--- src/design/capture_pkg.sv ---
`default_nettype none

package capture_pkg;

   localparam int axil_data_w = 32;                  // AXI4-Lite data width
   localparam int axil_addr_w = 12;                  // AXI4-Lite byte address width
   localparam int buf_aw      = 8;                   // 256 buffer words
   localparam int frame_w     = 16;                  // Completed-frame counter width

   localparam logic [axil_addr_w-1:0] reg_ctrl   = 12'h000; // Bit 0 capture enable
   localparam logic [axil_addr_w-1:0] reg_frames = 12'h004; // Completed frames, read only
   localparam logic [axil_addr_w-1:0] reg_wptr   = 12'h008; // Write pointer, read only
   localparam logic [axil_addr_w-1:0] buf_base   = 12'h400; // Buffer window, word i at +4*i

   typedef struct packed {
      logic                     awvalid;
      logic [axil_addr_w-1:0]   awaddr;
      logic                     wvalid;
      logic [axil_data_w-1:0]   wdata;
      logic [axil_data_w/8-1:0] wstrb;
      logic                     bready;
      logic                     arvalid;
      logic [axil_addr_w-1:0]   araddr;
      logic                     rready;
   } axil_req_t;                                     // Master to slave

   typedef struct packed {
      logic                     awready;
      logic                     wready;
      logic                     bvalid;
      logic [1:0]               bresp;
      logic                     arready;
      logic                     rvalid;
      logic [axil_data_w-1:0]   rdata;
      logic [1:0]               rresp;
   } axil_rsp_t;                                     // Slave to master

   typedef struct packed {
      logic                     en;
      logic                     we;
      logic [buf_aw-1:0]        addr;
      logic [axil_data_w-1:0]   wdata;
   } ram_req_t;                                      // One buffer port access

   typedef enum logic [1:0] {own_none, own_writer, own_reader} arb_owner_e;

   typedef enum logic [1:0] {st_idle, st_wresp, st_rwait, st_rdata} axil_state_e;

endpackage

`default_nettype wire

--- src/design/stream_writer.sv ---
`timescale 1ns/1ps
`default_nettype none

module stream_writer #(
   parameter int dw = 16                             // Stream word width, at most 32
) (
   input  logic                                clk,
   input  logic                                rst_n,
   input  logic                                capture_en, // From the control register
   input  logic                                gate,
   input  logic [dw-1:0]                       stream,
   output capture_pkg::ram_req_t               wr_req,     // To the arbiter, always wins
   output logic [capture_pkg::frame_w-1:0]     frame_count,
   output logic [capture_pkg::buf_aw-1:0]      wptr
);

   logic gate_q;                                      // Gate one cycle back
   logic wr_fire;                                     // Word stored this cycle
   logic frame_end;                                   // Falling edge of the gate

   assign wr_fire   = gate && capture_en;
   assign frame_end = gate_q && !gate;

   // Request goes out in the gated cycle itself, RAM writes on the next edge
   always_comb begin
      wr_req              = '0;
      wr_req.en           = wr_fire;
      wr_req.we           = wr_fire;
      wr_req.addr         = wptr;
      wr_req.wdata[dw-1:0] = stream;                  // Upper bits stay zero
   end

   always_ff @(posedge clk or negedge rst_n) begin
      if (!rst_n) begin
         gate_q      <= 1'b0;
         wptr        <= '0;
         frame_count <= '0;
      end else begin
         gate_q <= gate;
         if (wr_fire) begin
            wptr <= wptr + 1'b1;                      // Wraps at buffer depth
         end
         if (frame_end && capture_en) begin
            frame_count <= frame_count + 1'b1;
         end
      end
   end

endmodule

`default_nettype wire

--- config.mk ---
export PLATFORM = sky130hd
export DESIGN_NAME = stream_writer
export DESIGN_NICKNAME = d
export VERILOG_FILES = /design/src/design/capture_pkg.sv /design/src/design/stream_writer.sv
export SDC_FILE = /design/constraint.sdc
export NUM_CORES = 1
export LEC_CHECK = 0
export ABC_AREA = 1
export BUFFER_PORTS_ARGS = -buffer_cell sky130_fd_sc_hd__buf_2
export CORE_MARGIN = 1.5
export CORE_UTILIZATION = 47
export DETAILED_ROUTE_END_ITERATION = 8
export GPL_TIMING_DRIVEN = 0
export PLACE_DENSITY = 0.9
export SLEW_MARGIN = 20
export SYNTH_ARGS = -nofsm -noshare
export SYNTH_HDL_FRONTEND = slang
export SYNTH_SLANG_ARGS = --single-unit
export TNS_END_PERCENT = 50
--- constraint.sdc ---
create_clock -name clk -period 3.93 [get_ports clk]
set_clock_uncertainty 0.1 [all_clocks]
set_input_delay 0.1965 -clock clk [delete_from_list [all_inputs] [get_ports clk]]
set_output_delay 0.1965 -clock clk [all_outputs]
set_load 0.01 [all_outputs]
# After elaboration in Yosys (flattened, before gate mapping)
# Index checks and enable logic that the tools add are counted.
# totals
ff_bits,25
wordCells,9
in_bits,20
out_inout_bits,66
# op_classes
reduce_logical,4
addsub,2
# op_table
operator,n
$add A16 B1 Y16 const B,1
$add A8 B1 Y8 const B,1
$logic_and A1 B1 Y1,3
$logic_not A1 Y1,1

# Longest topological paths before layout
# depth
word_depth,3
depth_mapped,8
mapped_depth_nobuf,8

# Worst setup path before layout
# No wires, ideal clock.
# synth_timing
kind,register to register
start,reg frame_count[1] in the netlist's numbering
end,reg frame_count[10] in the netlist's numbering
setup_ns,0.122
slack_ns,2.546
arrival_ns,1.163
required_ns,3.708
period_less_slack_ns,1.384
stages_incl_launch_ff,6
n_path_buf,0
path_cell_list,dfrtp_1 ha_1 nand4_1 nor2_4 nand2_1 xor2_1
# synth_between
elab_chain_len,1
# synth_lines
item,line,rtl
start: declaration,stream_writer.sv:13,"output logic [capture_pkg::frame_w-1:0] frame_count,"
start signal: assignment,stream_writer.sv:44,frame_count <= frame_count + 1'b1;
$add A16 B1 Y16,stream_writer.sv:44,
# No other way between the ends.
# A chain may end at the register's enable or synchronous reset.

# Final worst setup path
# layout_timing
start,in gate
end,out wr_req[41] in the netlist's numbering
# layout_between
elab_chain_len,1
# layout_lines
item,line,rtl
start: declaration,stream_writer.sv:10,"input logic gate,"
$logic_and A1 B1 Y1,stream_writer.sv:21,assign wr_fire = gate && capture_en;
end: declaration,stream_writer.sv:12,"output capture_pkg::ram_req_t wr_req,"
# No other way between the ends.

==> results.cfg <==
[synth]
synth_edf_count = 0
yosysSeqAreaShare_pct = 40.8
async_flop_share_pct = 100
synth_seq_cells = 25
yosysUniqueCellTypes = 19
syn_avg_cell_area_sq_um = 8.38
synth_cells = 183
ys.flop_type = dfrtp_1
syn_area_sq_mm = 0.00153
ys_warn_count = 0

[global_routing]
grt_max_degree = 26
overflow = 0
antenna_found_initial = 0
grt_pass1_vias = 1069
track_usage_pct = 15.7
grt_pass1_wl_mm = 4.30

[finish]
layout_common_cells = buf_2 (53), nand2_1 (45), buf_4 (42)
diodes = 0
fin_area_sq_mm = 0.00196
layout.nets = 280
nFillCells = 275
syn_to_final_growth_pct = 27.6
final_common_cell = buf_2
drive_above_1_share_pct = 41.2

[critical_path]
critPathMaxStageDelay_ns = 0.53
critPathTopFamily = buffers and inverters
required_ns = 3.63
crit_path_cell_trace = dlygate4sd3_1, buf_2, nand2_1, inv_2, buf_4, buf_2
critPathSlowestCell = dlygate4sd3_1
crit_path_max_fanout = 6
worstSetupStartpointType = primary input
path_class = primary input to primary output
worst_setup_path_end_kind = primary output
cpMostUsedCell = buf_2
worst_ep_arrival_time_ns = 1.36
crit_buf_inv = 5

[placed_design]
port-buffer-count = 53
dp_slack_ns = 2.46
dp_hpwl_mm = 2.27
gp_congestion = 0.785
placed_cell_area_sq_mm = 0.00191

[floorplanning]
die_y_microns = 60.1
ios = 86
dieArea_sq_mm = 0.00362
floorplan.rows = 20
initial_core_util_pct = 49.8
die_w_microns = 60.1
coreArea_sq_mm = 0.00308

[sta]
fin_tns_setup_ns = 0
slew_violations = 0
fmax_mhz = 605
relSlewSlack_pct = 64.4
whs_ns = 0.138
setup_ws_ns = 2.28
tightest_slew_ns = 0.534
rsz0062_at_grt = no
finalCritPeriodShare_pct = 42.0
finalCriticalPeriod_ns = 1.65
setup-violations-final = 0
hold_viol_final = 0

[clock_network]
numCtsBuffers = 3
path_clk_slew_ns = 0.12
cts_setup_buffers = 0
clk_path_buf_depth = 2
cts_sinks = 25
cts_resized = 0
cts-root-buf = clkbuf_4
postCtsHoldBufs = 2
worst_skew_pair.late_latency_ns = 0.31
cts_tree = done
htree_levels = 1

[drt]
ant_nets = 0
avgViaCountPerCell = 4.27
vias = 1286
drcViolationCount = 0
post_drt_wl_per_cell_microns = 9.50
wl_mm = 2.86
drt_iter0_drc = 24
firstDrtPassIters = 4

[power_and_ir_drop]
pwr_density_cell_mw_per_mm2 = 421
leakage_nw = 1.14
vdd.ir_drop.worst_v = 0.000231
power_uw = 825

[job]
maxCapViolations = 0

[worst_hold_path]
min_path_type = primary input to flip-flop

[run_status]
run_status = complete, no violations
power breakdown:
| group | switching, mW | total [mW] | internal [mW] |
|---|---|---|---|
| clock network | 0.0725 | 0.112 | 0.0396 |
| logic | 0.162 | 0.332 | 0.171 |
| registers | 0.0690 | 0.380 | 0.311 |
| total | 0.303 | 0.825 | 0.522 |
cell usage after synthesis, types with 3 or more instances:
library cell	n	area [sq um]
nand3_1	5	25.0
inv_1	19	71.3
nor2_1	10	37.5
nand2_1	45	169
buf_4	42	315
dfrtp_1	25	626
xnor2_1	7	61.3
nand4_1	7	43.8
nor2_2	3	18.8
xor2_1	7	61.3
per-layer routing:
metal | global-route usage, % | up-vias | share of wire [%]
met5 | 0 | - | 0
met4 | 6.03 | 0 | 0.91
met3 | 1.95 | 4 | 6.1
met2 | 28.6 | 50 | 50
met1 | 18.6 | 576 | 43
li1 | - | 656 | -
registers in the layout, indices dropped and copies added, names as in the netlist:
signal,flops
wptr,8
frame_count,16
gate_q,1
path summary, 6_finish.rpt:
path | depth (start not counted) | start | slack [ns] | to
max in group asynchronous | 2 | rst_n | 3.09 | wptr[3]
hold reg to reg | 1 | frame_count[2] | 0.43 | frame_count[2]
min in group asynchronous | 2 | rst_n | 0.28 | frame_count[14]
setup / recovery | 6 | gate | 2.28 | wr_req[41]
setup reg to reg | 6 | frame_count[0] | 2.43 | frame_count[14]
hold / removal | 3 | capture_en | 0.14 | wptr[0]
layout make-up:
cell class / count / area [sq um] / share of cell area, %
Sequential cell: 25 / 626 / 32.0
Multi-Input combinational cell: 111 / 574 / 29.3
Buffer: 42 / 315 / 16.1
Timing Repair Buffer: 55 / 285 / 14.6
Inverter: 20 / 75.1 / 3.84
Tap cell: 44 / 55.1 / 2.81
Clock buffer: 4 / 26.3 / 1.34
worst reg2reg max path, delay by kind of cell, from the launching register on:
| family | cells | cell delay, ns |
|---|---|---|
| buffers and inverters | 1 | 0.04 |
| adder cells (fa/ha/maj) | 1 | 0.19 |
| flip-flops | 1 | 0.40 |
| AND/OR/NAND/NOR | 4 | 0.69 |
per-stage QoR:
step / util (%) / instances
floorplan: - / 198
global placement: 62.1 / 295
detailed placement: 62.1 / 295
CTS: 63.6 / 301
global route: 63.6 / 301
finish: 63.6 / 301
kinds of logic (layout without fill, tap and decap cells):
kind of cell             after synthesis  in the layout  share of synthesized area (%)
flip-flops                            25             25                           40.8
AND/OR/NAND/NOR                       77             77                           23.1
XOR/XNOR                              14             14                           7.99
other                                  1             16                          0.244
adder cells (fa/ha/maj)                2              2                           1.63
buffers and inverters                 62            121                           25.4
AO/OA/AOI/OAI                          2              2                          0.816
No activity file was read; power rests on OpenSTA's default activity.
