--- config.mk ---
export PLATFORM = sky130hd
export DESIGN_NAME = axil_readout
export DESIGN_NICKNAME = d
export VERILOG_FILES = /design/src/design/capture_pkg.sv /design/src/design/axil_readout.sv
export SDC_FILE = /design/constraint.sdc
export NUM_CORES = 1
export LEC_CHECK = 0
export BUFFER_PORTS_ARGS = -buffer_cell sky130_fd_sc_hd__buf_2
export CAP_MARGIN = 20
export CORE_MARGIN = 5
export CORE_UTILIZATION = 40
export DETAILED_ROUTE_END_ITERATION = 16
export PLACE_DENSITY = 0.84
export SLEW_MARGIN = 20
export SYNTH_ARGS = -nofsm -noshare
export SYNTH_HDL_FRONTEND = slang
export SYNTH_SLANG_ARGS = --single-unit
--- constraint.sdc ---
create_clock -name clk -period 3.5 [get_ports clk]
set_clock_uncertainty 0.2 [all_clocks]
set_input_delay 0.875 -clock clk [delete_from_list [all_inputs] [get_ports clk]]
set_output_delay 0.875 -clock clk [all_outputs]
set_load 0.01 [all_outputs]
--- src/design/capture_pkg.sv ---
`default_nettype none

package capture_pkg;

   localparam int axil_data_w = 32;                  // AXI4-Lite data width
   localparam int axil_addr_w = 12;                  // AXI4-Lite byte address width
   localparam int buf_aw      = 8;                   // 256 buffer words
   localparam int frame_w     = 16;                  // Completed-frame counter width

   localparam logic [axil_addr_w-1:0] reg_ctrl   = 12'h000; // Bit 0 capture enable
   localparam logic [axil_addr_w-1:0] reg_frames = 12'h004; // Completed frames, read only
   localparam logic [axil_addr_w-1:0] reg_wptr   = 12'h008; // Write pointer, read only
   localparam logic [axil_addr_w-1:0] buf_base   = 12'h400; // Buffer window, word i at +4*i

   typedef struct packed {
      logic                     awvalid;
      logic [axil_addr_w-1:0]   awaddr;
      logic                     wvalid;
      logic [axil_data_w-1:0]   wdata;
      logic [axil_data_w/8-1:0] wstrb;
      logic                     bready;
      logic                     arvalid;
      logic [axil_addr_w-1:0]   araddr;
      logic                     rready;
   } axil_req_t;                                     // Master to slave

   typedef struct packed {
      logic                     awready;
      logic                     wready;
      logic                     bvalid;
      logic [1:0]               bresp;
      logic                     arready;
      logic                     rvalid;
      logic [axil_data_w-1:0]   rdata;
      logic [1:0]               rresp;
   } axil_rsp_t;                                     // Slave to master

   typedef struct packed {
      logic                     en;
      logic                     we;
      logic [buf_aw-1:0]        addr;
      logic [axil_data_w-1:0]   wdata;
   } ram_req_t;                                      // One buffer port access

   typedef enum logic [1:0] {own_none, own_writer, own_reader} arb_owner_e;

   typedef enum logic [1:0] {st_idle, st_wresp, st_rwait, st_rdata} axil_state_e;

endpackage

`default_nettype wire

--- src/design/axil_readout.sv ---
`timescale 1ns/1ps
`default_nettype none

module axil_readout (
   input  logic                                clk,
   input  logic                                rst_n,
   input  capture_pkg::axil_req_t              axil_req,
   output capture_pkg::axil_rsp_t              axil_rsp,
   output logic                                capture_en,
   output capture_pkg::ram_req_t               rd_req,     // Buffer read towards the arbiter
   input  logic                                rd_grant,
   input  logic [capture_pkg::axil_data_w-1:0] rd_data,
   input  logic                                rd_valid,
   input  logic [capture_pkg::frame_w-1:0]     frame_count,
   input  logic [capture_pkg::buf_aw-1:0]      wptr
);

   localparam logic [1:0] resp_okay   = 2'b00;
   localparam logic [1:0] resp_slverr = 2'b10;

   capture_pkg::axil_state_e               state;
   logic                                   w_hs;       // Address and data taken together
   logic                                   ar_hs;
   logic                                   rd_pend;    // Buffer request not yet granted
   logic                                   in_buf;     // Read hits the buffer window
   logic                                   ar_err;
   logic [capture_pkg::axil_addr_w-1:0]    buf_off;
   logic [capture_pkg::axil_data_w-1:0]    reg_rdata;
   logic [capture_pkg::axil_data_w-1:0]    rdata_q;
   logic [capture_pkg::buf_aw-1:0]         rd_idx;
   logic [1:0]                             bresp_q;
   logic [1:0]                             rresp_q;

   // Reads take priority when both arrive in idle
   assign ar_hs = (state == capture_pkg::st_idle) && axil_req.arvalid;
   assign w_hs  = (state == capture_pkg::st_idle) && axil_req.awvalid && axil_req.wvalid
                  && !axil_req.arvalid;

   assign buf_off = axil_req.araddr - capture_pkg::buf_base; // Wraps high below the window
   assign in_buf  = buf_off < (4 << capture_pkg::buf_aw);

   // Register read decode
   always_comb begin
      reg_rdata = '0;
      ar_err    = 1'b0;
      if (axil_req.araddr == capture_pkg::reg_ctrl) begin
         reg_rdata[0] = capture_en;
      end else if (axil_req.araddr == capture_pkg::reg_frames) begin
         reg_rdata[capture_pkg::frame_w-1:0] = frame_count;
      end else if (axil_req.araddr == capture_pkg::reg_wptr) begin
         reg_rdata[capture_pkg::buf_aw-1:0] = wptr;
      end else if (!in_buf) begin
         ar_err = 1'b1;                               // Unmapped, data stays zero
      end
   end

   always_ff @(posedge clk or negedge rst_n) begin
      if (!rst_n) begin
         state      <= capture_pkg::st_idle;
         capture_en <= 1'b0;
         rd_pend    <= 1'b0;
         bresp_q    <= resp_okay;
         rresp_q    <= resp_okay;
      end else begin
         case (state)
            capture_pkg::st_idle: begin
               if (ar_hs) begin
                  rresp_q <= ar_err ? resp_slverr : resp_okay;
                  rd_pend <= in_buf;
                  state   <= in_buf ? capture_pkg::st_rwait : capture_pkg::st_rdata;
               end else if (w_hs) begin
                  if (axil_req.awaddr == capture_pkg::reg_ctrl) begin
                     if (axil_req.wstrb[0]) begin
                        capture_en <= axil_req.wdata[0];
                     end
                     bresp_q <= resp_okay;
                  end else begin
                     bresp_q <= resp_slverr;        // Only ctrl is writable
                  end
                  state <= capture_pkg::st_wresp;
               end
            end
            capture_pkg::st_wresp: begin
               if (axil_req.bready) begin
                  state <= capture_pkg::st_idle;
               end
            end
            capture_pkg::st_rwait: begin
               if (rd_grant) begin
                  rd_pend <= 1'b0;                    // Drop request once granted
               end
               if (rd_valid) begin
                  state <= capture_pkg::st_rdata;
               end
            end
            capture_pkg::st_rdata: begin
               if (axil_req.rready) begin
                  state <= capture_pkg::st_idle;
               end
            end
            default: state <= capture_pkg::st_idle;
         endcase
      end
   end

   // Read payload, loaded at address accept or from the buffer
   always_ff @(posedge clk) begin
      if (ar_hs) begin
         rd_idx  <= buf_off[capture_pkg::buf_aw+1:2];
         rdata_q <= reg_rdata;
      end else if (state == capture_pkg::st_rwait && rd_valid) begin
         rdata_q <= rd_data;
      end
   end

   always_comb begin
      rd_req      = '0;
      rd_req.en   = (state == capture_pkg::st_rwait) && rd_pend;
      rd_req.addr = rd_idx;                           // we stays low
   end

   always_comb begin
      axil_rsp         = '0;
      axil_rsp.awready = w_hs;
      axil_rsp.wready  = w_hs;
      axil_rsp.bvalid  = (state == capture_pkg::st_wresp);
      axil_rsp.bresp   = bresp_q;
      axil_rsp.arready = (state == capture_pkg::st_idle);
      axil_rsp.rvalid  = (state == capture_pkg::st_rdata);
      axil_rsp.rdata   = rdata_q;
      axil_rsp.rresp   = rresp_q;
   end

   // Held response must not change under back-pressure
   a_rvalid_hold : assert property (@(posedge clk) disable iff (!rst_n)
      axil_rsp.rvalid && !axil_req.rready |=> axil_rsp.rvalid && $stable(axil_rsp.rdata));

endmodule

`default_nettype wire

### Yosys cells after proc, flatten, opt, wreduce, memory -nomap -nowiden

Cells that the tools add are included.

| cells by class | value |
|---|---|
| add/subtract/negate cells | 1 |
| equality and inequality tests | 11 |
| $lt $le $gt $ge | 1 |
| mux-type cells | 23 |
| reductions and logical operators | 17 |
| bitwise logic cells | 1 |

Operator list:

| operator | count |
|---|---|
| $mux W16 | 2 |
| $logic_not A12 Y1 | 2 |
| $mux W8 | 3 |
| $mux W15 | 1 |
| $mux W2 | 7 |
| $eq A12 B3 Y1 const B | 1 |
| $eq A12 B4 Y1 const B | 1 |
| $lt A12 B11 Y1 const B | 1 |
| $sub A12 B11 Y12 const B | 1 |
| $mux W1 | 8 |
| $ne A2 B2 Y1 const B | 4 |
| $pmux W2 S4 | 1 |
| $logic_and A1 B1 Y1 | 6 |
| $reduce_and A3 Y1 | 2 |
| $reduce_and A5 Y1 | 1 |
| $eq A2 B2 Y1 const B | 2 |
| $reduce_and A4 Y1 | 1 |
| $reduce_bool A2 Y1 | 2 |
| $ne A3 B1 Y1 const B | 1 |
| $eq A2 B1 Y1 const B | 1 |
| $logic_not A2 Y1 | 1 |
| $ne A2 B1 Y1 const B | 1 |
| $pmux W1 S2 | 1 |
| $reduce_and A2 Y1 | 1 |
| 2 further kinds | 2 |

| word-level totals | value |
|---|---|
| output and inout port bits | 84 |
| bits of input ports | 125 |
| register bits | 48 |

### Depth between registers and ports, before layout

Gate-level depths: netlist of the first run.

| logic depth | value |
|---|---|
| word-level depth | 7 |
| gate-level depth with buffers | 7 |
| gate-level depth less buffers | 5 |

### Least setup slack after synthesis of the first run

No wires, ideal clock.

| path | value |
|---|---|
| path type | input to output |
| from | in axil_req[13] in the netlist's numbering |
| to | out axil_rsp[39] in the netlist's numbering |
| slack | 1.017 ns |
| stages | 3 |
| buffers on the path | 1 |
| data required time | 2.425 ns |
| arrival time | 1.408 ns |
| cells stage by stage | nor3_1 and2b_1 buf_4 |

| on the way | value |
|---|---|
| word-level cells in the longest chain between the ends | 2 |

RTL lines:

| element | line | RTL |
|---|---|---|
| start, declared | axil_readout.sv:7 | `input capture_pkg::axil_req_t axil_req,` |
| $logic_not A1 Y1 | axil_readout.sv:37 | `&& !axil_req.arvalid;` |
| $logic_and A1 B1 Y1 | axil_readout.sv:37 |  |
| end, declared | axil_readout.sv:8 | `output capture_pkg::axil_rsp_t axil_rsp,` |

Every way passes these cells.

==> run summary, run 1 <==
Post-DRT Antenna Nets = 0
GRT overflow = 0
setup violators final = 0
R2R depth = 3
Slew @ Worst Pin = 0.954 ns
Vias/cell = 4.65
drt first pass iters = 4
synthesized area per cell = 10.7 um2
Cells after Synth = 210
pwr/cell area = 635 nW/um2
P_int = 1.24 mW
Worst setup startpoint = axil_req[13]
Comb pwr share = 0.343
number of enable flip-flop cells after synthesis = 24
maximum number of pins on one net before global-route repair = 26
Longest Clk Path Bufs = 2
#FFs+latches synth = 46
CTS tree = done
most common cell after layout, fill and taps aside = buf_2
NumNets Final = 472
number of H-tree levels = 2
unrepaired setup endpoints after global routing = no
arrival time of the worst setup path = 1.64 ns
switch share = 0.339
starting density of the core = 0.411
vias = 1,952
synth warn = 0
PortBufs = 139
Seq pwr share = 0.450
setup TNS = 0 ns
fin cells = 420
worst skew pair latency = 0.29 ns
clk slew on worst S/H paths = 0.08 ns
hpwl dp = 4.76 mm
sequential-to-total area share from yosys stat = 0.529
# hold bufs at CTS = 0
Final Critical Period = 2.71 ns
fraction of layout cells with a size suffix above 1 = 0.454
Synth cell types = 38
Die H = 85.0 um
Avg WL per Cell = 14.2 um
initial antenna violation count = 0
Final period util = 0.775
net switching power = 0.637 mW
Starting DRT DRC Count = 74
total CTS buffers = 5
LEAKAGE = 1.44 nW
CP Capture Type = output port
number of diodes = 0
Clk pwr share = 0.207
min-delay worst type = in2async
num rows = 27
PostCTS Resize Cnt = 0
worst r2r src = state[1]
final hold vios = 0
vias in the first global route = 1,936
Synth top area share = 0.320
most frequent cells in the layout = buf_2, nand2_1, conb_1
fmax = 369 MHz
core area = 5470 um2
DRC = 0
root buffer cell = clkbuf_8
top cells by area, synth = edfxtp_1, dfxtp_1, buf_4
crit path max fanout = 5
Area growth, synth to finish = 31.5%
kind of critical path = in2out
cell total after placement = 412
Critical Path RT = 2.42 ns
PnR Total Power = 1.88 mW
global-route wire length before repair = 9.01 mm
Die ar. = 7220 um2
Max-Cap Viols = 0
Post-Synthesis Cell Area = 2250 um2
status = completed
ys async rst share = 0.130
max-slew violations = 0
Global Route Usage Sum = 0.155
die outline width = 85.0 um
prevailing post-synth register cell = edfxtp_1
fin util = 0.540
crit start category = primary input
final WL = 5.96 mm
post-CTS setup repair buffer count = 0
Peak VDD IR = 0.350 mV
Routability Congestion = 0.803
Yosys top cell by area = edfxtp_1
clock sinks = 46
Ports = 209
FILL cells = 509
Max transition margin = 0.360
registers in the layout, indices dropped and copies added (netlist names):
register,cells
state,2
bresp_q,1
rd_idx,8
rd_pend,1
rresp_q,1
capture_en,1
rdata_q,32
worst max-delay path, cell delays in order:
cell and delay, ns:
buf_2 0.12, nor3_1 0.24, and2b_1 0.24, buf_2 0.16
kinds of logic (layout without fill, tap and decap cells):
logic type,after synthesis,in the layout,share of synthesized area
AOI/OAI and AO/OA,39,39,0.118
buffers and inverters,49,153,0.152
DFF,46,46,0.529
muxes,3,3,0.0195
other,1,35,0.00167
and+or+nand+nor,72,72,0.180
area by class of cell:
class	count	area, um2	share of cell area
flip-flops and latches	46	1190	0.403
multi-input cells	149	845	0.286
repair buffers	140	703	0.238
well taps	72	90.1	0.0305
clock buffers	6	72.6	0.0245
clock inverters	2	37.5	0.0127
inverters	5	18.8	0.00635
cell usage after synthesis, types with 2 or more instances:
library cell	count
nor2_1	5
nor4_4	2
inv_1	3
nor4_1	3
edfxtp_1	24
nor2b_1	2
and2_1	4
clkbuf_1	2
nand3_1	2
buf_2	3
dfxtp_1	16
a21oi_1	19
a221o_1	7
dfrtp_1	6
a22o_1	8
o21ai_0	2
and2_0	5
nand2_1	39
inv_2	2
buf_6	2
buf_4	37
final timing paths:
path / end / slack [ns]
worst min register to register: rdata_q[18] / 0.25
worst max register to register: rdata_q[13] / 1.14
worst min-delay path: state[1] / 0.20
max in group asynchronous: capture_en / 2.75
min in group clk: rdata_q[18] / 0.25
worst max-delay path: axil_rsp[39] / 0.79
per-stage QoR:
stage | instance area [um2] | setup slack (ns) | hold slack (ns)
detailed placement | 2850 | 0.646 | 0.246
global route | 2960 | 0.710 | 0.199
global placement | 2850 | 0.757 | 0.240
floorplan | 2380 | 1.02 | 0.260
finish | 2960 | 0.788 | 0.198
CTS | 2960 | 0.780 | 0.197
power by group through the flow:
stage	Clock (mW)	Sequential [mW]	Combinational, mW
detailed placement	0	0.859	0.652
global route	0.421	0.867	0.709
finish	0.388	0.845	0.645
CTS	0.398	0.846	0.653
global placement	0	0.850	0.639
floorplan	0	0.916	0.354
routing by layer:
metal	global-route usage	share of wire	wire (um)	up-vias
met3	0.0563	0.11	640	4
met4	0.0388	0.0060	36	0
met5	0	0	0	-
li1	-	-	-	937
met2	0.279	0.50	2990	114
met1	0.174	0.39	2300	897
Note: power is estimated with default switching activity, not from simulation.
==> inputs of run 2 (changes only) <==
- CORE_UTILIZATION: 40 -> 33
- PLACE_DENSITY: 0.84 -> 0.74
- clock period: 3.5 -> 2.4 ns (I/O delays scaled with it)
==> run 2 against run 1 <==
Compared with the run above: wire length grew 1.6%; worst setup slack lost 0.65 ns; total power grew 43%; flip-flop and latch count is the same; global-route usage shrank 1.9 points; core utilization shrank 9.3 points; count of clock-buffer cells in the layout shrank 1; non-clock buffer count grew 7; sequential power grew 46%; critical path type is now reg2out; first-iteration DRC count shrank 9.5%.
==> run summary, run 2 (same netlist as run 1, synthesis figures left out) <==
Post-Layout Inst Area = 3000 um2 (+1.6%)
Avg WL per Cell = 13.9 um (-1.9%)
global-route wire length before repair = 9.28 mm (+3.0%)
crit path max fanout = 8 (+3)
die outline width = 92.6 um (+8.9%)
final WL = 6.06 mm (+1.6%)
max FFs per register = 32 (unchanged)
FILL cells = 665 (+31%)
Peak VDD IR = 0.285 mV (-19%)
kind of critical path = reg2out
vias in the first global route = 1,880 (-2.9%)
clk slew on worst S/H paths = 0.10 ns (+0.02 ns)
unrepaired setup endpoints after global routing = no
NumNets Final = 479 (+1.5%)
Area growth, synth to finish = 33.5%
LEAKAGE = 1.47 nW (+1.9%)
Longest Clk Path Bufs = 2 (unchanged)
status = completed
core area = 6720 um2 (+23%)
Post-DRT Antenna Nets = 0 (unchanged)
initial antenna violation count = 0 (unchanged)
pwr/cell area = 893 nW/um2 (+41%)
CTS tree = done
Top delay family on crit path = simple AND/OR/NAND/NOR gates
maximum number of pins on one net before global-route repair = 26 (unchanged)
vias = 1,920 (-1.6%)
Routability Congestion = 0.747 (-6.9%)
Starting DRT DRC Count = 67 (-9.5%)
CP Buf/Inv Count = 1 (-1)
Max-Cap Viols = 0 (unchanged)
Reg with most FFs = rdata_q
Final period util = 0.941
slowest stage cell, crit path = dfrtp_1
min-delay worst type = reg2reg
Slowest Stage Delay on Critical Path = 0.50 ns (+0.26 ns)
PnR Total Power = 2.68 mW (+43%)
post-CTS setup repair buffer count = 0 (unchanged)
root buffer cell = clkbuf_8
Ports = 209 (unchanged)
setup violators final = 0 (unchanged)
starting density of the core = 0.335 (-0.0762)
Die ar. = 8570 um2 (+19%)
Min Hold Slack = 0.255 ns (+0.0569 ns)
Die H = 92.6 um (+8.9%)
Vias/cell = 4.41 (-5.0%)
worst skew pair latency = 0.29 ns (about the same)
hpwl dp = 5.00 mm (+5.1%)
final hold vios = 0 (unchanged)
DRC = 0 (unchanged)
cell total after placement = 426 (+3.4%)
biggest regs = rdata_q x32, rd_idx x8, state x2
fraction of layout cells with a size suffix above 1 = 0.465 (+0.0108)
most common cell after layout, fill and taps aside = buf_2
Critical Path RT = 1.60 ns (-0.82 ns)
num rows = 30 (+11%)
fmax = 443 MHz
most frequent cells in the layout = buf_2, nand2_1, conb_1
GRT overflow = 0 (unchanged)
PortBufs = 139 (unchanged)
DP Area = 2900 um2 (+1.9%)
CP Capture Type = output port
max-slew violations = 0 (unchanged)
fin cells = 435 (+3.6%)
arrival time of the worst setup path = 1.46 ns (-0.18 ns)
number of diodes = 0 (unchanged)
crit start category = flip-flop
Final Critical Period = 2.26 ns
number of H-tree levels = 2 (unchanged)
drt first pass iters = 4 (unchanged)
setup TNS = 0 ns (unchanged)
Critical Path, Cell by Cell = nor3_1, and2b_1, buf_2
Global Route Usage Sum = 0.136 (-0.0192)
total CTS buffers = 5 (unchanged)
clock sinks = 46 (unchanged)
==> run 2: cell types whose count changed in the layout (fill, tap and decap cells not counted), sizes merged <==
cell / change
buf: +6
bufinv: -1
clkbuf: -1
dlygate4sd3: +1
inv: +2
==> run 2: tightest hold or removal path, delay by kind of cell (launching register included) <==
family           cells  cell delay (ns)
flip-flops           1             0.32
AND/OR/NAND/NOR      1             0.05
AO/OA/AOI/OAI        1             0.05
==> run 2: per-stage QoR <==
| stage | util | setup slack [ns] |
|---|---|---|
| 5_1_grt | 0.447 | 0.0156 |
| 3_3_place_gp | 0.432 | 0.224 |
| 3_5_place_dp | 0.432 | 0.199 |
| 4_1_cts | 0.447 | 0.115 |
| 2_1_floorplan | - | 0.365 |
| 6_report | 0.447 | 0.141 |
==> run 2: path summary, 6_finish.rpt <==
path	from	endpoint	slack, ns	depth (start not counted)
max in group asynchronous	rst_n	capture_en	1.39	2
hold / removal	rdata_q[31]	rdata_q[31]	0.25	2
min in group asynchronous	rst_n	rresp_q[1]	0.45	2
hold reg to reg	rdata_q[31]	rdata_q[31]	0.25	2
setup / recovery	state[0]	axil_rsp[39]	0.14	3
setup reg to reg	state[0]	rdata_q[4]	0.47	5
==> run 2: timing repair <==
item / in CTS / in global routing
hold buffers: 1 / 0
hold endpoints to repair: 6 / 0
gates resized for setup: 0 / 0
==> run 2: layout make-up <==
type / count / area [um2] / area share
Sequential cell: 46 / 1190 / 0.397
Clock buffer: 5 / 68.8 / 0.0229
Tap cell: 80 / 100 / 0.0333
Clock inverter: 3 / 22.5 / 0.00750
Timing Repair Buffer: 147 / 758 / 0.252
Inverter: 5 / 18.8 / 0.00625
Multi-Input combinational cell: 149 / 845 / 0.281
==> run 2: per-layer routing <==
metal  GRT usage  share of wire
met5           0              0
met1       0.161           0.39
met2       0.241           0.49
met3      0.0398           0.12
met4      0.0334         0.0069
==> run 2: where the power goes <==
part / switching (mW) / total (mW) / internal, mW
clock: 0.275 / 0.484 / 0.209
sequential: 0.117 / 1.23 / 1.11
combinational: 0.559 / 0.972 / 0.413
