**config.mk**
```make
export PLATFORM = sky130hd
export DESIGN_NAME = buffer_arbiter
export DESIGN_NICKNAME = d
export VERILOG_FILES = /design/src/design/capture_pkg.sv /design/src/design/buffer_arbiter.sv
export SDC_FILE = /design/constraint.sdc
export NUM_CORES = 1
export LEC_CHECK = 0
export BUFFER_PORTS_ARGS = -buffer_cell sky130_fd_sc_hd__buf_2
export CORE_AREA = 2 2 74 76
export CTS_CLUSTER_SIZE = 40
export DETAILED_ROUTE_END_ITERATION = 10
export DIE_AREA = 0 0 76 78
export HOLD_SLACK_MARGIN = 0.02
export PLACE_DENSITY = 0.71
export REMOVE_ABC_BUFFERS = 1
export SLEW_MARGIN = 0
export SYNTH_ARGS = -nofsm -noshare
export SYNTH_HDL_FRONTEND = slang
export SYNTH_SLANG_ARGS = --single-unit
```
**constraint.sdc**
```tcl
create_clock -name clk -period 2.6 [get_ports clk]
set_clock_uncertainty 0.1 [all_clocks]
set_input_delay 0.39 -clock clk [delete_from_list [all_inputs] [get_ports clk]]
set_output_delay 0.39 -clock clk [all_outputs]
set_load 0.01 [all_outputs]
```
**src/design/capture_pkg.sv**
```systemverilog
`default_nettype none

package capture_pkg;

   localparam int axil_data_w = 32;                  // AXI4-Lite data width
   localparam int axil_addr_w = 12;                  // AXI4-Lite byte address width
   localparam int buf_aw      = 8;                   // 256 buffer words
   localparam int frame_w     = 16;                  // Completed-frame counter width

   localparam logic [axil_addr_w-1:0] reg_ctrl   = 12'h000; // Bit 0 capture enable
   localparam logic [axil_addr_w-1:0] reg_frames = 12'h004; // Completed frames, read only
   localparam logic [axil_addr_w-1:0] reg_wptr   = 12'h008; // Write pointer, read only
   localparam logic [axil_addr_w-1:0] buf_base   = 12'h400; // Buffer window, word i at +4*i

   typedef struct packed {
      logic                     awvalid;
      logic [axil_addr_w-1:0]   awaddr;
      logic                     wvalid;
      logic [axil_data_w-1:0]   wdata;
      logic [axil_data_w/8-1:0] wstrb;
      logic                     bready;
      logic                     arvalid;
      logic [axil_addr_w-1:0]   araddr;
      logic                     rready;
   } axil_req_t;                                     // Master to slave

   typedef struct packed {
      logic                     awready;
      logic                     wready;
      logic                     bvalid;
      logic [1:0]               bresp;
      logic                     arready;
      logic                     rvalid;
      logic [axil_data_w-1:0]   rdata;
      logic [1:0]               rresp;
   } axil_rsp_t;                                     // Slave to master

   typedef struct packed {
      logic                     en;
      logic                     we;
      logic [buf_aw-1:0]        addr;
      logic [axil_data_w-1:0]   wdata;
   } ram_req_t;                                      // One buffer port access

   typedef enum logic [1:0] {own_none, own_writer, own_reader} arb_owner_e;

   typedef enum logic [1:0] {st_idle, st_wresp, st_rwait, st_rdata} axil_state_e;

endpackage

`default_nettype wire

```
**src/design/buffer_arbiter.sv**
```systemverilog
`timescale 1ns/1ps
`default_nettype none

module buffer_arbiter (
   input  logic                                clk,
   input  logic                                rst_n,
   input  capture_pkg::ram_req_t               wr_req,    // Stream writer with fixed priority
   input  capture_pkg::ram_req_t               rd_req,    // Host reader
   input  logic [capture_pkg::axil_data_w-1:0] ram_rdata,
   output capture_pkg::ram_req_t               ram_req,
   output logic                                rd_grant,
   output logic [capture_pkg::axil_data_w-1:0] rd_data,
   output logic                                rd_valid
);

   capture_pkg::arb_owner_e owner;                    // Who used the port last cycle

   assign rd_grant = rd_req.en && !wr_req.en;         // Reader only gets idle cycles

   always_comb begin
      if (wr_req.en) begin
         ram_req = wr_req;
      end else begin
         ram_req    = rd_req;
         ram_req.we = 1'b0;                           // Reader never writes
      end
   end

   always_ff @(posedge clk or negedge rst_n) begin
      if (!rst_n) begin
         owner <= capture_pkg::own_none;
      end else if (wr_req.en) begin
         owner <= capture_pkg::own_writer;
      end else if (rd_grant) begin
         owner <= capture_pkg::own_reader;
      end else begin
         owner <= capture_pkg::own_none;
      end
   end

   // RAM output belongs to the reader one cycle after its grant
   assign rd_valid = (owner == capture_pkg::own_reader);
   assign rd_data  = rd_valid ? ram_rdata : '0;

   // A blocked reader keeps its request and address until granted
   a_rd_hold : assert property (@(posedge clk) disable iff (!rst_n)
      rd_req.en && !rd_grant |=> rd_req.en && $stable(rd_req.addr));

   // Writer requests always carry a write
   a_wr_we : assert property (@(posedge clk) disable iff (!rst_n)
      wr_req.en |-> wr_req.we);

endmodule

`default_nettype wire

```
After elaboration in Yosys (flattened, before gate mapping)
Cells that the tools add are included.
Cells by class
  reduce and logical (&&, ||, !) cells: 2
  eq/ne operators: 1
  multiplexer cells: 4
Operators by type and width (count)
  42-bit 2-to-1 mux: 1
  32-bit 2-to-1 mux: 1
  2-bit 2-to-1 mux: 2
  2-bit == test (second input constant): 1
  1-bit logical AND: 1
  1-bit logical NOT: 1
Word-level totals
  output and inout port bits: 76
  register bits after elaboration: 2
  input bits: 118
  word-level logic and storage cells: 8

Logic depth before layout (Yosys ltp)
Gate-level depths: netlist of run 1.
  depth in word-level cells: 4
  depth in mapped cells: 3
  gate-level depth less buffers: 1

Worst setup path after synthesis of run 1
OpenSTA, ideal clock, no wires.
  path kind: input to output
  start point: input port wr_req[41] in the netlist's numbering
  end point: output port ram_req[33] in the netlist's numbering
  cell stages on the path: 3
  arrival: 0.976 ns
  slack: 1.134 ns
  cells stage by stage: buf_6 -> buf_8 -> mux2_4
RTL lines
  from (decl): RTL line buffer_arbiter.sv:7  | input capture_pkg::ram_req_t wr_req,
  to (decl): RTL line buffer_arbiter.sv:10  | output capture_pkg::ram_req_t ram_req,

==> results of run 1 <==
[critical path: stages]
cell and delay (ps):
buf_2 280, buf_12 250, mux2_2 350, buf_2 140
[cell type report]
cell class,instances,area (um2),area share (%)
multi-input cells,76,895,43.2
flip-flops and latches,2,50.0,2.42
clock buffers,3,41.3,1.99
repair buffers,195,998,48.2
well taps,70,87.6,4.23
[metal layers]
metal	part of all wire (%)	vias to the layer above
li1	-	704
met1	35	635
met2	52	114
met3	12	4
met4	0.75	0
met5	0	-
[cell families after synthesis]
| family | after synthesis | synth area share, % |
|---|---|---|
| mux | 40 | 55.9 |
| simple gates | 36 | 28.9 |
| buf+inv | 11 | 10.4 |
| flops | 2 | 4.75 |
[power by group through the flow]
stage	sequential, mW	combinational (mW)	clock [mW]
final	0.0427	0.306	0.121
after detailed placement	0.0434	0.307	0
after global routing	0.0448	0.329	0.126
after CTS	0.0431	0.310	0.123
after floorplan	0.0397	0.136	0
after global placement	0.0426	0.303	0
[cell usage after synthesis (all sizes together)]
cell / number
clkbuf: 5
mux2: 40
buf: 6
or2: 1
and3b: 32
nor2b: 2
and2: 1
dfrtp: 2
[final timing paths]
path	slack, ps	start	depth (start not counted)	to
setup / recovery	680	wr_req[41]	4	ram_req[1]
min in group asynchronous	410	rst_n	2	owner[1]
hold / removal	370	rd_req[41]	2	owner[1]
max in group asynchronous	1890	rst_n	2	owner[0]
[metrics by stage]
stage,power (mW),hold WS [ps],setup WS (ps)
final,0.469,372,678
after global routing,0.500,391,541
after CTS,0.476,377,666
after detailed placement,0.350,77.3,676
after global placement,0.346,74.9,679
after floorplan,0.176,-5.59,1240
==> flow_summary.toml, run 1 <==
[logic_synthesis]
synth_area_mm2 = 0.00105
netlist_top_cells_area = "mux2_4, and3b_1, buf_12"
synth.largest_area_cell = "mux2_4"
synth_cells = 89
yosysSeqAreaShare_pct = 4.74
ys_warn_count = 0
synth_seq_cells = 2
yosysUniqueCellTypes = 12
synth_top_area_share_pct = 52.7
syn_avg_cell_area_um2 = 11.9

[finish]
final_util_pct = 41.1
drive_gt1_share_pct = 86.2
mostFrequentLayoutCell = "buf_2"
reg_top3 = "owner (2)"
largest_reg_flops = 2
mostFrequentLayoutCells = "buf_2, mux2_4, and3b_1"
stdcell_count = 346
antenna_cells = 0
top_register = "owner"
fin_nets = 396
synthToLayoutAreaGrowth_pct = 96.4
nFillCells = 491
fin_area_mm2 = 0.00207

[clock_tree]
cts_tree = "yes"
cts_resized = 0
clk_path_buf_depth = 2
ctsHoldBuffers = 1
htreeDepth = 1
post_cts_buffers = 0
cts_buffers = 3
cts-root-buf = "clkbuf_8"
clkTransAtPathRegs_ps = 30
cts_num_sinks = 2

[power_and_ir_drop]
switchingPower_mw = 0.148
leakage_nw = 1.43
power_frac_seq_pct = 9.1
p_int_mw = 0.321
ir_drop_mv = 0.108
pwr-share-comb_pct = 65.2
clkPwrFrac_pct = 25.7
p_per_area_mw_per_mm2 = 226
swShare_pct = 31.5

[detailed_routing]
post_drt_wl_per_cell_um = 12.7
via_per_inst = 4.21
vias = 1457
first_iter_violations = 5
ant_nets = 0
drc = 0
wirelength_um = 4410
dr.pass1.iters = 4

[timing]
max_freq_ghz = 0.520
rsz0062_at_grt = "false"
final_hold_viol_count = 0
slew_violations = 0
slew_headroom_pct = 53.7
period_minus_slack_ps = 1920
worst_pin_slew_ps = 695
finalSetupViolCount = 0
fin_setup_tns_ps = 0
finalCritPeriodShare_pct = 73.9

[flow_run]
maxCapViolCount = 0

[placement]
routabilityCongestion = 0.715
port_buffers = 192
post-dp-hpwl_um = 3850
place_area_mm2 = 0.00202
dp.cells = 342

[global_routing]
grt_max_degree = 34
track_usage_pct = 13.8
grt_pass1_wl_um = 6640
antenna_found_initial = 0
use_met1_pct = 13.3
grt_util_met3_pct = 5.70
grt_overflow = 0
grt_pass1_vias = 1419
grt.busiest_layer = "met2"
use_met2_pct = 27.3

[hold_path]
hp-class = "in2reg"

[floorplan]
die_w_um = 76
dieHeight_um = 78
initial_core_util_pct = 20.9
num_rows = 26
die-area_mm2 = 0.00593
coreArea_mm2 = 0.00504
pin_count = 194

[critical_path]
startpoint_type = "input port"
arrival_ps = 1430
crit_required_ps = 2110
end_kind = "primary output"
path_max_fanout = 27
crit_type = "in2out"

[status]
status = "completed"
Note: power is estimated with default switching activity, not from simulation.
==> run 2: changes to the inputs <==
--- a/config.mk
+++ b/config.mk
@@ -6,10 +6,10 @@
 export NUM_CORES = 1
 export LEC_CHECK = 0
 export BUFFER_PORTS_ARGS = -buffer_cell sky130_fd_sc_hd__buf_2
-export CORE_AREA = 2 2 74 76
+export CORE_AREA = 2 2 76 78
 export CTS_CLUSTER_SIZE = 40
 export DETAILED_ROUTE_END_ITERATION = 10
-export DIE_AREA = 0 0 76 78
+export DIE_AREA = 0 0 78 80
 export HOLD_SLACK_MARGIN = 0.02
 export PLACE_DENSITY = 0.71
 export REMOVE_ABC_BUFFERS = 1
==> constraint.sdc (replaced) <==
create_clock -name clk -period 1.7 [get_ports clk]
set_clock_uncertainty 0.1 [all_clocks]
set_input_delay 0.255 -clock clk [delete_from_list [all_inputs] [get_ports clk]]
set_output_delay 0.255 -clock clk [all_outputs]
set_load 0.01 [all_outputs]
==> run 2 against run 1 <==
  * Sequential power grew 53%
  * Flip-flop and latch count is the same
  * Via count shrank 0.21%
  * Core utilization shrank 2.3 points
  * Largest power group unchanged
  * Highest routed layer is now met3
==> flow_summary.toml, run 2 (synthesis gave the netlist of run 1 again) <==
[timing]
finalCritPeriodShare_pct = 89.9
period_minus_slack_ps = 1530
rsz0062_at_grt = "false"
finalSetupViolCount = 0
fin_setup_tns_ps = 0
final_hold_viol_count = 0
hold_slack_ps = 222
max_freq_ghz = 0.654
slew_violations = 0
worst_pin_slew_ps = 390
slew_headroom_pct = 74.0

[clock_tree]
clk_path_buf_depth = 2
htreeDepth = 1
cts_buffers = 3
cts_num_sinks = 2
clkTransAtPathRegs_ps = 30
cts_tree = "yes"
cts-root-buf = "clkbuf_8"

[finish]
regArea_um2 = 52.6
mostFrequentLayoutCells = "buf_2, mux2_4, and3b_1"
fin_nets = 398
largest_reg_flops = 2
multi_input_area_um2 = 895
reg_top3 = "owner (2)"
nFillCells = 557
drive_gt1_share_pct = 87.1
synthToLayoutAreaGrowth_pct = 98.6
mostFrequentLayoutCell = "buf_2"
top_register = "owner"

[floorplan]
initial_core_util_pct = 19.5
dieHeight_um = 80
die_w_um = 78
coreArea_mm2 = 0.00541
num_rows = 27
pin_count = 194
die-area_mm2 = 0.00624

[detailed_routing]
post_drt_wl_per_cell_um = 12.4
drc = 0
dr.pass1.iters = 4
ant_nets = 0
first_iter_violations = 6
wirelength_um = 4360
vias = 1454
via_per_inst = 4.14

[status]
status = "completed"

[global_routing]
grt_overflow = 0
track_usage_pct = 12.0
grt_pass1_wl_um = 6020
grt_pass1_vias = 1344
antenna_found_initial = 1
grt_max_degree = 34

[power_and_ir_drop]
ir_drop_mv = 0.167
switchingPower_mw = 0.226
p_per_area_mw_per_mm2 = 344
leakage_nw = 1.43
clkPwrFrac_pct = 25.4
power_frac_seq_pct = 9.1
swShare_pct = 31.3
pwr-share-comb_pct = 65.5
p_int_mw = 0.494

[hold_path]
hp-class = "in2reg"

[critical_path]
crit_type = "in2out"
end_kind = "primary output"
crit_required_ps = 1340
arrival_ps = 1170
startpoint_type = "input port"
path_max_fanout = 9

[placement]
post-dp-hpwl_um = 3860
port_buffers = 192
routabilityCongestion = 0.699

[flow_run]
maxCapViolCount = 0
## run 2: changes by cell type in the layout (fill, tap and decap cells not counted), sizes merged
cell,delta
buf,+2
diode,+1
## run 2: power by group through the flow
stage	combinational (mW)	sequential (mW)	clock, mW
final	0.471	0.0655	0.183
after global routing	0.506	0.0688	0.196
after CTS	0.477	0.0655	0.187
after detailed placement	0.472	0.0654	0
after global placement	0.467	0.0646	0
after floorplan	0.208	0.0608	0
## run 2: stage by stage
stage          power (mW)  worst slack [ps]  cell area [um2]  util (%)  std cells
2_1_floorplan       0.269               470              945         -         78
3_3_place_gp        0.532               173             2040      37.7        346
3_5_place_dp        0.538               160             2040      37.7        346
4_1_cts             0.729               162             2090      38.7        350
5_1_grt             0.771              92.5             2090      38.8        351
6_report            0.720               171             2090      38.8        351
## run 2: path summary, 6_finish.rpt
| kind | from | end | slack, ps | cells after the start |
|---|---|---|---|---|
| min in group asynchronous | rst_n | owner[1] | 300 | 2 |
| max in group asynchronous | rst_n | owner[0] | 1090 | 2 |
| worst max-delay path | wr_req[41] | ram_req[6] | 170 | 4 |
| worst min-delay path | rd_req[41] | owner[1] | 220 | 2 |
## run 2: critical path, stage by stage
cell and delay, ps:
buf_2 230, buf_4 240, mux2_4 310, buf_2 140
## run 2: layout make-up
class | instances | area share (%)
Timing Repair Buffer | 197 | 48.4
Tap cell | 72 | 4.30
Multi-Input combinational cell | 76 | 42.7
Sequential cell | 2 | 2.51
Antenna cell | 1 | 0.119
Clock buffer | 3 | 1.97
## run 2: routing by layer
metal | vias up | global-route usage (%) | routed length (um)
met3 | 0 | 4.30 | 556
met5 | - | 0 | 0
li1 | 707 | - | -
met4 | 0 | 3.68 | 0
met1 | 631 | 12.0 | 1530
met2 | 116 | 22.9 | 2280
## run 2: timing repair
action	in CTS	in global routing
buffers inserted	0	0
resized for setup	2	0
hold buffers	1	0
endpoints found under the hold margin	2	0
endpoints found under the setup margin	32	0
==> run 3: changes to the inputs <==
--- a/config.mk
+++ b/config.mk
@@ -6,12 +6,15 @@
 export NUM_CORES = 1
 export LEC_CHECK = 0
 export BUFFER_PORTS_ARGS = -buffer_cell sky130_fd_sc_hd__buf_2
-export CORE_AREA = 2 2 76 78
+export CELL_PAD_IN_SITES_DETAIL_PLACEMENT = 0
+export CELL_PAD_IN_SITES_GLOBAL_PLACEMENT = 1
+export CORE_ASPECT_RATIO = 0.9
+export CORE_MARGIN = 5
+export CORE_UTILIZATION = 14
 export CTS_CLUSTER_SIZE = 40
 export DETAILED_ROUTE_END_ITERATION = 10
-export DIE_AREA = 0 0 78 80
 export HOLD_SLACK_MARGIN = 0.02
-export PLACE_DENSITY = 0.71
+export PLACE_DENSITY = 0.81
 export REMOVE_ABC_BUFFERS = 1
 export SLEW_MARGIN = 0
 export SYNTH_ARGS = -nofsm -noshare
==> run 3 against run 2 <==
  * Final cell count grew 6.0%
  * Die area rose by 50%
  * Power decreased by 1.0%
  * Setup slack lost 7.2 ps
  * Critical path depth is 2 lower
  * Flip-flop and latch count unchanged
  * Critical path type is now reg2out
  * Largest cell class unchanged
  * Highest routed layer unchanged
==> flow_summary.toml, run 3 (synthesis gave the netlist of run 1 again) <==
[clock_tree]
clkTransAtPathRegs_ps = 30
cts_tree = "yes"
htreeDepth = 1
clk_path_buf_depth = 2
cts-root-buf = "clkbuf_8"
cts_num_sinks = 2
cts_buffers = 3

[finish]
mostFrequentLayoutCell = "buf_2"
largest_reg_flops = 2
mostFrequentLayoutCells = "buf_2, mux2_4, and3b_1"
reg_top3 = "owner (2)"
stdcell_count = 372
fin_nets = 396
top_register = "owner"
synthToLayoutAreaGrowth_pct = 99.8
fin_area_mm2 = 0.00211
drive_gt1_share_pct = 87.0
nFillCells = 799
antenna_cells = 0

[floorplan]
pin_count = 194
die-area_mm2 = 0.00937
initial_core_util_pct = 14.2
num_rows = 30
dieHeight_um = 92.3
die_w_um = 101
coreArea_mm2 = 0.00743

[detailed_routing]
via_per_inst = 3.82
dr.pass1.iters = 3
vias = 1420
drc = 0
wirelength_um = 4460
first_iter_violations = 9
post_drt_wl_per_cell_um = 12.0
ant_nets = 0

[flow_run]
maxCapViolCount = 0

[placement]
port_buffers = 192
place_area_mm2 = 0.00205
routabilityCongestion = 0.700
post-dp-hpwl_um = 4070
dp.cells = 368

[timing]
slew_headroom_pct = 74.1
period_minus_slack_ps = 1540
finalCritPeriodShare_pct = 90.3
finalSetupViolCount = 0
slew_violations = 0
final_hold_viol_count = 0
fin_setup_tns_ps = 0
worst_pin_slew_ps = 388
rsz0062_at_grt = "false"
max_freq_ghz = 0.651

[critical_path]
end_kind = "primary output"
path_max_fanout = 33
crit_type = "reg2out"
arrival_ps = 1180
max_stage_delay_ps = 590
startpoint_type = "register"
crit_required_ps = 1340
cp_slowest_cell = "dfrtp_2"
worstPathCellList = "and3b_1 > buf_2"

[global_routing]
grt_overflow = 0
grt_max_degree = 34
antenna_found_initial = 0
grt_pass1_vias = 1434
track_usage_pct = 8.15
grt_pass1_wl_um = 6450

[power_and_ir_drop]
ir_drop_mv = 0.156
leakage_nw = 1.42
p_per_area_mw_per_mm2 = 338

[hold_path]
hold_depth = 2
hp-class = "in2reg"

[status]
status = "completed"
[run 3: cell types whose count changed in the layout (fill, tap and decap cells not counted)]
cell	previous run	this run
buf_4	3	1
diode_2	1	0
[run 3: timing repair]
item | in CTS | in global routing
endpoints found under the setup margin | 33 | 0
hold buffers | 1 | 0
gates resized for setup | 2 | 0
buffers inserted | 0 | 0
hold endpoints to repair | 2 | 0
[run 3: area by class of cell]
type	instances	area (um2)	share of cell area, %
repair buffers	195	998	47.4
clock buffers	3	41.3	1.96
well taps	96	120	5.70
multi-input cells	76	895	42.5
flip-flops and latches	2	52.6	2.49
[run 3: power by group]
part           switching [mW]  internal, mW  total (mW)
registers              0.0153        0.0507      0.0661
logic                   0.173         0.291       0.464
clock network          0.0332         0.149       0.183
total                   0.221         0.491       0.712
[run 3: critical path, delay by kind of cell, from the launching register on]
kind / cells / cell delay (ps)
flip-flops: 1 / 590
AND/OR/NAND/NOR: 1 / 240
buffers and inverters: 1 / 130
[run 3: stage by stage]
step	utilization, %	hold slack [ps]	setup WS [ps]	total power [mW]
5_1_grt	28.4	237	62.6	0.763
3_5_place_dp	27.6	-57.8	133	0.537
3_3_place_gp	27.6	-60.3	179	0.530
6_report	28.4	226	164	0.712
4_1_cts	28.4	221	147	0.728
2_1_floorplan	-	-141	470	0.269
[run 3: worst paths after layout]
path,start,end,slack (ps)
max,owner[1],rd_data[0],160
min,rd_req[41],owner[1],230
max in group asynchronous,rst_n,owner[0],1120
min in group asynchronous,rst_n,owner[1],280
[run 3: per-layer routing]
metal	GRT usage (%)	vias up	routed length, um
met5	0	-	0
met4	1.33	0	0
met3	2.11	0	740
met2	15.8	123	2230
met1	8.78	594	1490
li1	-	703	-
